## config.mk

```make
export PLATFORM = sky130hd
export DESIGN_NAME = cache_write_path
export DESIGN_NICKNAME = d
export VERILOG_FILES = /design/src/common/cache_pkg.sv /design/src/common/axi_pkg.sv /design/src/hdl/front_write_port.sv /design/src/write_buffer/write_buffer.sv /design/src/axi_write/write_channel_axi.sv /design/src/hdl/cache_write_path.sv
export SDC_FILE = /design/constraint.sdc
export NUM_CORES = 1
export LEC_CHECK = 0
export ABC_AREA = 1
export BUFFER_PORTS_ARGS = -buffer_cell sky130_fd_sc_hd__buf_4
export CELL_PAD_IN_SITES_DETAIL_PLACEMENT = 1
export CELL_PAD_IN_SITES_GLOBAL_PLACEMENT = 2
export CORE_MARGIN = 4
export CORE_UTILIZATION = 24
export CTS_CLUSTER_SIZE = 8
export DETAILED_ROUTE_END_ITERATION = 10
export PLACE_DENSITY = 0.59
export REMOVE_ABC_BUFFERS = 1
export SYNTH_ARGS = -nofsm -noshare
export SYNTH_HDL_FRONTEND = slang
export SYNTH_HIERARCHICAL = 1
export SYNTH_SLANG_ARGS = --single-unit
export TNS_END_PERCENT = 20
```

## constraint.sdc

```tcl
create_clock -name clk -period 4 [get_ports clk]
set_input_delay 0.4 -clock clk [delete_from_list [all_inputs] [get_ports clk]]
set_output_delay 0.4 -clock clk [all_outputs]
set_load 0.05 [all_outputs]
```

## src/common/cache_pkg.sv

```systemverilog
package cache_pkg;

    // processor side of the cache
    localparam int FE_ADDR_W = 32;              // byte address
    localparam int FE_DATA_W = 32;              // one word
    localparam int FE_NBYTES = FE_DATA_W / 8;
    localparam int FE_BYTE_W = $clog2(FE_NBYTES); // byte offset bits inside a word

    // word address width, byte offset dropped
    localparam int FE_WADDR_W = FE_ADDR_W - FE_BYTE_W;

    // front port holding register
    typedef enum logic
    {
        EMPTY = 1'b0,
        HELD  = 1'b1
    } port_state_e;

endpackage

```

## src/common/axi_pkg.sv

```systemverilog
package axi_pkg;

    localparam int AXI_ID_W = 4;

    typedef enum logic [1:0]
    {
        FIXED = 2'b00,
        INCR  = 2'b01,
        WRAP  = 2'b10
    } burst_e;

    typedef enum logic [1:0]
    {
        OKAY   = 2'b00,
        EXOKAY = 2'b01,
        SLVERR = 2'b10,
        DECERR = 2'b11
    } resp_e;

    localparam logic [3:0] AWCACHE_NORMAL = 4'b0011; // modifiable, bufferable
    localparam logic [7:0] AWLEN_SINGLE   = 8'd0;    // one beat per transfer

    typedef enum logic [1:0]
    {
        IDLE    = 2'd0,
        ADDRESS = 2'd1,
        WRITE   = 2'd2,
        VERIFY  = 2'd3
    } wch_state_e;

endpackage

```

## src/hdl/front_write_port.sv

```systemverilog
`timescale 1ns/1ps

module front_write_port
(
    input  logic                               clk,
    input  logic                               reset,
    input  logic                               wr_valid,
    input  logic [cache_pkg::FE_ADDR_W-1:0]    wr_addr,
    input  logic [cache_pkg::FE_DATA_W-1:0]    wr_data,
    input  logic [cache_pkg::FE_NBYTES-1:0]    wr_strb,
    output logic                               wr_ready,
    input  logic                               full,
    output logic                               push,
    output logic [cache_pkg::FE_WADDR_W-1:0]   push_addr,
    output logic [cache_pkg::FE_DATA_W-1:0]    push_data,
    output logic [cache_pkg::FE_NBYTES-1:0]    push_strb,
    output logic                               empty_port
);

    cache_pkg::port_state_e             state;
    logic [cache_pkg::FE_WADDR_W-1:0]   held_addr;
    logic [cache_pkg::FE_DATA_W-1:0]    held_data;
    logic [cache_pkg::FE_NBYTES-1:0]    held_strb;
    logic                               same_word;
    logic                               accept;
    logic                               merge;

    assign same_word  = held_addr == wr_addr[cache_pkg::FE_ADDR_W-1:cache_pkg::FE_BYTE_W];
    assign empty_port = state == cache_pkg::EMPTY;
    assign push       = (state == cache_pkg::HELD) & ~full; // leaves as soon as there is room
    assign wr_ready   = empty_port | same_word | ~full;
    assign accept     = wr_valid & wr_ready;

    // a held word that is not leaving this cycle can only take a same-word write
    assign merge = (state == cache_pkg::HELD) & ~push;

    assign push_addr = held_addr;
    assign push_data = held_data;
    assign push_strb = held_strb;

    always_ff @(posedge clk or posedge reset)
    begin
        if (reset)
            state <= cache_pkg::EMPTY;
        else if (accept)
            state <= cache_pkg::HELD; // new or merged word waits
        else if (push)
            state <= cache_pkg::EMPTY;
    end

    always_ff @(posedge clk)
    begin
        if (accept)
        begin
            for (int i = 0; i < cache_pkg::FE_NBYTES; i++)
            begin
                if (!merge || wr_strb[i])
                    held_data[8*i +: 8] <= wr_data[8*i +: 8]; // newer bytes win
            end
            held_strb <= merge ? (held_strb | wr_strb) : wr_strb;
            held_addr <= wr_addr[cache_pkg::FE_ADDR_W-1:cache_pkg::FE_BYTE_W];
        end
    end

endmodule

```

## src/write_buffer/write_buffer.sv

```systemverilog
`timescale 1ns/1ps

module write_buffer
#(
    parameter int BUF_DEPTH = 4 // power of two, at least 2
)
(
    input  logic                               clk,
    input  logic                               reset,
    input  logic                               push,
    input  logic [cache_pkg::FE_WADDR_W-1:0]   push_addr,
    input  logic [cache_pkg::FE_DATA_W-1:0]    push_data,
    input  logic [cache_pkg::FE_NBYTES-1:0]    push_strb,
    output logic                               full,
    input  logic                               pop,
    output logic                               nonempty,
    output logic [cache_pkg::FE_WADDR_W-1:0]   head_addr,
    output logic [cache_pkg::FE_DATA_W-1:0]    head_data,
    output logic [cache_pkg::FE_NBYTES-1:0]    head_strb
);

    localparam int IDX_W = $clog2(BUF_DEPTH);

    logic [cache_pkg::FE_WADDR_W-1:0]   addr_mem [BUF_DEPTH];
    logic [cache_pkg::FE_DATA_W-1:0]    data_mem [BUF_DEPTH];
    logic [cache_pkg::FE_NBYTES-1:0]    strb_mem [BUF_DEPTH];

    // extra msb tells a wrapped write pointer from an equal one
    logic [IDX_W:0] wr_ptr;
    logic [IDX_W:0] rd_ptr;

    assign nonempty = wr_ptr != rd_ptr;
    assign full     = (wr_ptr[IDX_W] != rd_ptr[IDX_W])
                    && (wr_ptr[IDX_W-1:0] == rd_ptr[IDX_W-1:0]);

    assign head_addr = addr_mem[rd_ptr[IDX_W-1:0]];
    assign head_data = data_mem[rd_ptr[IDX_W-1:0]];
    assign head_strb = strb_mem[rd_ptr[IDX_W-1:0]];

    always_ff @(posedge clk or posedge reset)
    begin
        if (reset)
        begin
            wr_ptr <= '0;
            rd_ptr <= '0;
        end
        else
        begin
            if (push)
                wr_ptr <= wr_ptr + 1'b1; // caller already checked full
            if (pop)
                rd_ptr <= rd_ptr + 1'b1;
        end
    end

    always_ff @(posedge clk)
    begin
        if (push)
        begin
            addr_mem[wr_ptr[IDX_W-1:0]] <= push_addr;
            data_mem[wr_ptr[IDX_W-1:0]] <= push_data;
            strb_mem[wr_ptr[IDX_W-1:0]] <= push_strb;
        end
    end

endmodule

```

## src/axi_write/write_channel_axi.sv

```systemverilog
`timescale 1ns/1ps

module write_channel_axi
#(
    parameter int BE_DATA_W = 32, // 32 or 64
    parameter logic [axi_pkg::AXI_ID_W-1:0] AXI_ID = '0
)
(
    input  logic                               clk,
    input  logic                               reset,
    // head of the write buffer
    input  logic                               valid,
    input  logic [cache_pkg::FE_WADDR_W-1:0]   addr,
    input  logic [cache_pkg::FE_DATA_W-1:0]    wdata,
    input  logic [cache_pkg::FE_NBYTES-1:0]    wstrb,
    output logic                               ready,
    // AXI write address
    output logic                               axi_awvalid,
    output logic [cache_pkg::FE_ADDR_W-1:0]    axi_awaddr,
    output logic [7:0]                         axi_awlen,
    output logic [2:0]                         axi_awsize,
    output logic [1:0]                         axi_awburst,
    output logic [3:0]                         axi_awcache,
    output logic [axi_pkg::AXI_ID_W-1:0]       axi_awid,
    input  logic                               axi_awready,
    // AXI write data
    output logic                               axi_wvalid,
    output logic [BE_DATA_W-1:0]               axi_wdata,
    output logic [BE_DATA_W/8-1:0]             axi_wstrb,
    output logic                               axi_wlast,
    input  logic                               axi_wready,
    // AXI write response
    input  logic                               axi_bvalid,
    input  logic [1:0]                         axi_bresp,
    output logic                               axi_bready,
    output logic                               idle
);

    localparam int BE_NBYTES = BE_DATA_W / 8;
    localparam int BE_BYTE_W = $clog2(BE_NBYTES);
    localparam int LANES     = BE_DATA_W / cache_pkg::FE_DATA_W;

    axi_pkg::wch_state_e state;
    logic                resp_ok;

    // fixed transfer attributes
    assign axi_awid    = AXI_ID;
    assign axi_awlen   = axi_pkg::AWLEN_SINGLE;
    assign axi_awsize  = 3'(BE_BYTE_W);    // full backend word per beat
    assign axi_awburst = axi_pkg::FIXED;
    assign axi_awcache = axi_pkg::AWCACHE_NORMAL;
    assign axi_wlast   = axi_wvalid;       // single beat

    // byte address aligned down to the backend word
    assign axi_awaddr = {addr[cache_pkg::FE_WADDR_W-1:BE_BYTE_W-cache_pkg::FE_BYTE_W],
                         {BE_BYTE_W{1'b0}}};

    // same word on every lane, strobes pick the one that counts
    assign axi_wdata = {LANES{wdata}};

    generate
        if (LANES == 1)
        begin : g_narrow
            assign axi_wstrb = wstrb;
        end
        else
        begin : g_wide
            logic [BE_BYTE_W-cache_pkg::FE_BYTE_W-1:0] lane;

            assign lane      = addr[BE_BYTE_W-cache_pkg::FE_BYTE_W-1:0]; // word within the beat
            assign axi_wstrb = {{(BE_NBYTES-cache_pkg::FE_NBYTES){1'b0}}, wstrb}
                               << (lane * cache_pkg::FE_NBYTES);
        end
    endgenerate

    assign resp_ok = axi_bresp == axi_pkg::OKAY;

    always_ff @(posedge clk or posedge reset)
    begin
        if (reset)
            state <= axi_pkg::IDLE;
        else
        begin
            case (state)
                axi_pkg::IDLE:
                    if (valid)
                        state <= axi_pkg::ADDRESS;
                axi_pkg::ADDRESS:
                    if (axi_awready)
                        state <= axi_pkg::WRITE;
                axi_pkg::WRITE:
                    if (axi_wready)
                        state <= axi_pkg::VERIFY;
                axi_pkg::VERIFY:
                    if (axi_bvalid)
                    begin
                        // head is popped on OKAY, so look at valid again from IDLE
                        if (resp_ok)
                            state <= axi_pkg::IDLE;
                        else
                            state <= axi_pkg::ADDRESS; // replay the same entry
                    end
                default:
                    state <= axi_pkg::IDLE;
            endcase
        end
    end

    // handshake outputs follow the state only
    assign idle        = state == axi_pkg::IDLE;
    assign axi_awvalid = state == axi_pkg::ADDRESS;
    assign axi_wvalid  = state == axi_pkg::WRITE;
    assign axi_bready  = state == axi_pkg::VERIFY;
    assign ready       = axi_bready & axi_bvalid & resp_ok; // pop pulse

endmodule

```

## src/hdl/cache_write_path.sv

```systemverilog
`timescale 1ns/1ps

module cache_write_path
#(
    parameter int BE_DATA_W = 32,
    parameter int BUF_DEPTH = 4,
    parameter logic [axi_pkg::AXI_ID_W-1:0] AXI_ID = '0
)
(
    input  logic                               clk,
    input  logic                               reset,
    // processor side
    input  logic                               wr_valid,
    input  logic [cache_pkg::FE_ADDR_W-1:0]    wr_addr,
    input  logic [cache_pkg::FE_DATA_W-1:0]    wr_data,
    input  logic [cache_pkg::FE_NBYTES-1:0]    wr_strb,
    output logic                               wr_ready,
    output logic                               drained,
    // AXI write address
    output logic                               axi_awvalid,
    output logic [cache_pkg::FE_ADDR_W-1:0]    axi_awaddr,
    output logic [7:0]                         axi_awlen,
    output logic [2:0]                         axi_awsize,
    output logic [1:0]                         axi_awburst,
    output logic [3:0]                         axi_awcache,
    output logic [axi_pkg::AXI_ID_W-1:0]       axi_awid,
    input  logic                               axi_awready,
    // AXI write data
    output logic                               axi_wvalid,
    output logic [BE_DATA_W-1:0]               axi_wdata,
    output logic [BE_DATA_W/8-1:0]             axi_wstrb,
    output logic                               axi_wlast,
    input  logic                               axi_wready,
    // AXI write response
    input  logic                               axi_bvalid,
    input  logic [1:0]                         axi_bresp,
    output logic                               axi_bready
);

    logic                               full;
    logic                               push;
    logic [cache_pkg::FE_WADDR_W-1:0]   push_addr;
    logic [cache_pkg::FE_DATA_W-1:0]    push_data;
    logic [cache_pkg::FE_NBYTES-1:0]    push_strb;
    logic                               empty_port;
    logic                               nonempty;
    logic                               pop;
    logic [cache_pkg::FE_WADDR_W-1:0]   head_addr;
    logic [cache_pkg::FE_DATA_W-1:0]    head_data;
    logic [cache_pkg::FE_NBYTES-1:0]    head_strb;
    logic                               channel_idle;

    assign drained = empty_port & ~nonempty & channel_idle; // nothing left anywhere

    front_write_port front_i
    (
        .clk        (clk),
        .reset      (reset),
        .wr_valid   (wr_valid),
        .wr_addr    (wr_addr),
        .wr_data    (wr_data),
        .wr_strb    (wr_strb),
        .wr_ready   (wr_ready),
        .full       (full),
        .push       (push),
        .push_addr  (push_addr),
        .push_data  (push_data),
        .push_strb  (push_strb),
        .empty_port (empty_port)
    );

    write_buffer #(.BUF_DEPTH(BUF_DEPTH)) buffer_i
    (
        .clk       (clk),
        .reset     (reset),
        .push      (push),
        .push_addr (push_addr),
        .push_data (push_data),
        .push_strb (push_strb),
        .full      (full),
        .pop       (pop),
        .nonempty  (nonempty),
        .head_addr (head_addr),
        .head_data (head_data),
        .head_strb (head_strb)
    );

    write_channel_axi #(.BE_DATA_W(BE_DATA_W), .AXI_ID(AXI_ID)) channel_i
    (
        .clk         (clk),
        .reset       (reset),
        .valid       (nonempty),
        .addr        (head_addr),
        .wdata       (head_data),
        .wstrb       (head_strb),
        .ready       (pop),
        .axi_awvalid (axi_awvalid),
        .axi_awaddr  (axi_awaddr),
        .axi_awlen   (axi_awlen),
        .axi_awsize  (axi_awsize),
        .axi_awburst (axi_awburst),
        .axi_awcache (axi_awcache),
        .axi_awid    (axi_awid),
        .axi_awready (axi_awready),
        .axi_wvalid  (axi_wvalid),
        .axi_wdata   (axi_wdata),
        .axi_wstrb   (axi_wstrb),
        .axi_wlast   (axi_wlast),
        .axi_wready  (axi_wready),
        .axi_bvalid  (axi_bvalid),
        .axi_bresp   (axi_bresp),
        .axi_bready  (axi_bready),
        .idle        (channel_idle)
    );

endmodule

```

==> impl_results.md <==
* Adder-Cell Fraction of Synth Area at 0.00861
* Vias per cell at 3.96
* Num CTS Buffers at 48
* Synthesis-stage register bit count at 339
* Setup Buffers After CTS at 0
* Starting DRT DRC Count at 325
* Max-slew headroom at 0.334
* Critical Path Fanout Max at 35
* FMAX at 301 MHz
* GR Util All Layers at 0.112
* Post-synthesis compound-gate area fraction at 0.00345
* CTS Buffer Depth at 3
* Start of the worst register-to-register path: buffer_i/rd_ptr[1]
* Buf+Inv Stages, Crit Path at 4
* Clock Sinks at 339
* Drt pass-1 iters at 4
* Xor and xnor area share after synthesis at 0.0169
* I/O pins at 171
* Largest family of logic cells by synthesized area: simple AND/OR/NAND/NOR gates
* Syn-to-layout area delta at 22.4%
* Fraction of layout cells with a size suffix above 1 at 0.189
* Grt total ovfl at 0
* Mapped Area at 0.0145 mm²
* Pin count of the biggest net entering global routing at 94
* GP Congestion at 0.675
* Post-Synth Simple-Gate Area at 0.181
* Hold Path Depth at 1
* Leakage at 7.28 nW
* Die area at 0.0645 mm²
* Distinct cells, synth at 25
* Most common cell after layout, fill and taps aside: nand2_1
* Ant diodes at 0
* Port bufs at 145
* CTS H-tree depth at 2
* Worst min path class: input port to flop
* Worst Hold End: front_i/push_addr[15]
* Max VDD drop at 0.518 mV
* Yosys top cell by area: edfxtp_1
* Final hold vios at 0
* Cell family with most CP delay: buffers and inverters
* Overall power at 14.9 mW
* Sum of negative setup slack at 0 ns
* Post-synthesis mux area share at 0
* Status: finished, final reports clean
* Fin crit period at 3.32 ns
* Post-synthesis sequential area ratio at 0.698
* Post-synth top area share at 0.682
* Total area of sequential cells at 0.0101 mm²
* Critical Path Most Common Cell: buf_4
* Fill cell count at 6,541
* First-pass GRT wire length at 54,000 µm
* Core Area at 0.0595 mm²
* Worst EP required at 3.60 ns
* Critical R2R Capture: buffer_i/data_mem[2][18]
* Row count at 89
* Top post-synthesis cells by area: edfxtp_1 (68%), nand2_1 (12%), buf_4 (5.3%)
* Via count at 8,642
* Max cap viols at 0
* Slowest library cell on the worst path: dfrtp_4
* Worst Skew at 0.0136 ns
* Final setup violation count at 0
* CP arrival at 2.92 ns
* Critical path class: flop to output port
* ANT nets after route at 0
* Die Y at 254 µm
* PD cells at 836 mW/mm²
* RSZ-0062 raised after global routing: no
* Clk root buf: clkbuf_16
* Clock slew at reported path FFs at 0.05 ns
* Synth warnings at 6
* Die width at 254 µm
* Most frequent cells in the layout: nand2_1 (456), edfxtp_1 (330), buf_4 (156), inv_1 (96), nand3_1 (70)
* Hold_sp: wr_addr[17]
* Synthesized area per cell at 11.6 µm²
* Area of the multi-input gates at 0.00314 mm²
* WL/cell at 16.7 µm
* Startpoint types: flop
* CP Cell Sequence: clkinv_2 > buf_4 > buf_4 > nand3_1 > nand2_1 > buf_4
* Worst Reg-to-Reg Cells at 9
* Initial antenna violation count at 1
* CTS tree: built
* NumNets Final at 1,485
* Cells after Synth at 1,249
* Total wire length at 36,400 µm
* Setup crit end kind: output port
* CP startpoint: buffer_i/rd_ptr[1]
* Drt drc at 0
* Max Slew Vio Count at 0
* Clock Latency Late Sink at 0.56 ns
* Highest cell delay on the worst timing path at 0.67 ns
* Initial Util at 0.244
* Period utilisation layout at 0.831
* R2r setup slk at 1.17 ns
* Tightest Pin Transition at 1.00 ns
* DP Wirelength at 21,300 µm
* Vias in the first global route at 8,926
power breakdown:
part,internal (mW),total (mW),switching (mW)
registers,4.88,5.26,0.376
clock network,2.27,3.68,1.41
logic,1.58,5.92,4.34
registers in the layout, summed over array words and instances (netlist names):
signal / cells
buffer_i/rd_ptr: 3
buffer_i/wr_ptr: 3
front_i/push_strb: 4
front_i/push_addr: 30
front_i/push_data: 32
front_i/state: 1
channel_i/state: 2
buffer_i/data_mem: 128
buffer_i/addr_mem: 120
buffer_i/strb_mem: 16
cells by family (layout without fill, tap and decap cells):
| family | count (synthesis) | after routing |
|---|---|---|
| and+or+nand+nor | 624 | 624 |
| AOI/OAI and AO/OA | 8 | 8 |
| DFF | 339 | 339 |
| other | 2 | 23 |
| xor gates and xnor gates | 28 | 28 |
| buffers and inverters | 238 | 378 |
| adders and majority gates | 10 | 10 |
through the flow:
step | setup slack [ns] | hold WS (ns) | area [µm²] | std cells | utilization
after floorplan | -3.34 | 0.129 | 13700 | 1135 | -
after global placement | 1.05 | 0.285 | 15900 | 2068 | 0.267
after CTS | 0.456 | 0.000455 | 17800 | 2183 | 0.299
final | 0.677 | 0.0455 | 17800 | 2183 | 0.299
after detailed placement | 1.04 | 0.286 | 15900 | 2068 | 0.267
after global routing | 0.474 | 0.0142 | 17800 | 2183 | 0.299
worst max-delay path by stage:
| stage | cells after the start | to |
|---|---|---|
| floorplan | 8 | buffer_i/addr_mem[3][0] |
| global placement | 9 | buffer_i/data_mem[2][20] |
| detailed placement | 9 | buffer_i/data_mem[2][20] |
| CTS | 6 | axi_wstrb[2] |
| global route | 6 | axi_wstrb[3] |
| finish | 6 | axi_wstrb[2] |
layer usage:
layer / vias up / wire (µm) / GRT usage
met3: 58 / 1350 / 0.0221
met2: 144 / 18200 / 0.197
met4: 2 / 820 / 0.0343
met1: 4214 / 16100 / 0.139
li1: 4224 / - / -
met5: - / 15 / 0
final cells by class:
class                      instances  share of cell area
clock buffer                      59              0.0723
timing repair buffer             214               0.101
sequential                       339               0.571
tap                              773              0.0544
clock inverter                     2             0.00260
multi-input combinational        693               0.177
inverter                         103              0.0225
what timing repair did:
action / 4_1_cts / 5_1_grt
hold buffers: 54 / 0
endpoints found under the setup margin: 0 / 0
gates resized for setup: 0 / 0
endpoints found under the hold margin: 62 / 0
synth_stat cells, drive strengths merged:
cell type	count
clkbuf	17
nand2	461
or2	67
ha	10
nand3	70
edfxtp	330
xor2	8
conb	2
o21ai	4
buf	118
nor2	26
a21o	4
inv	103
xnor2	20
dfrtp	9
No activity file was read; power rests on OpenSTA's default activity.
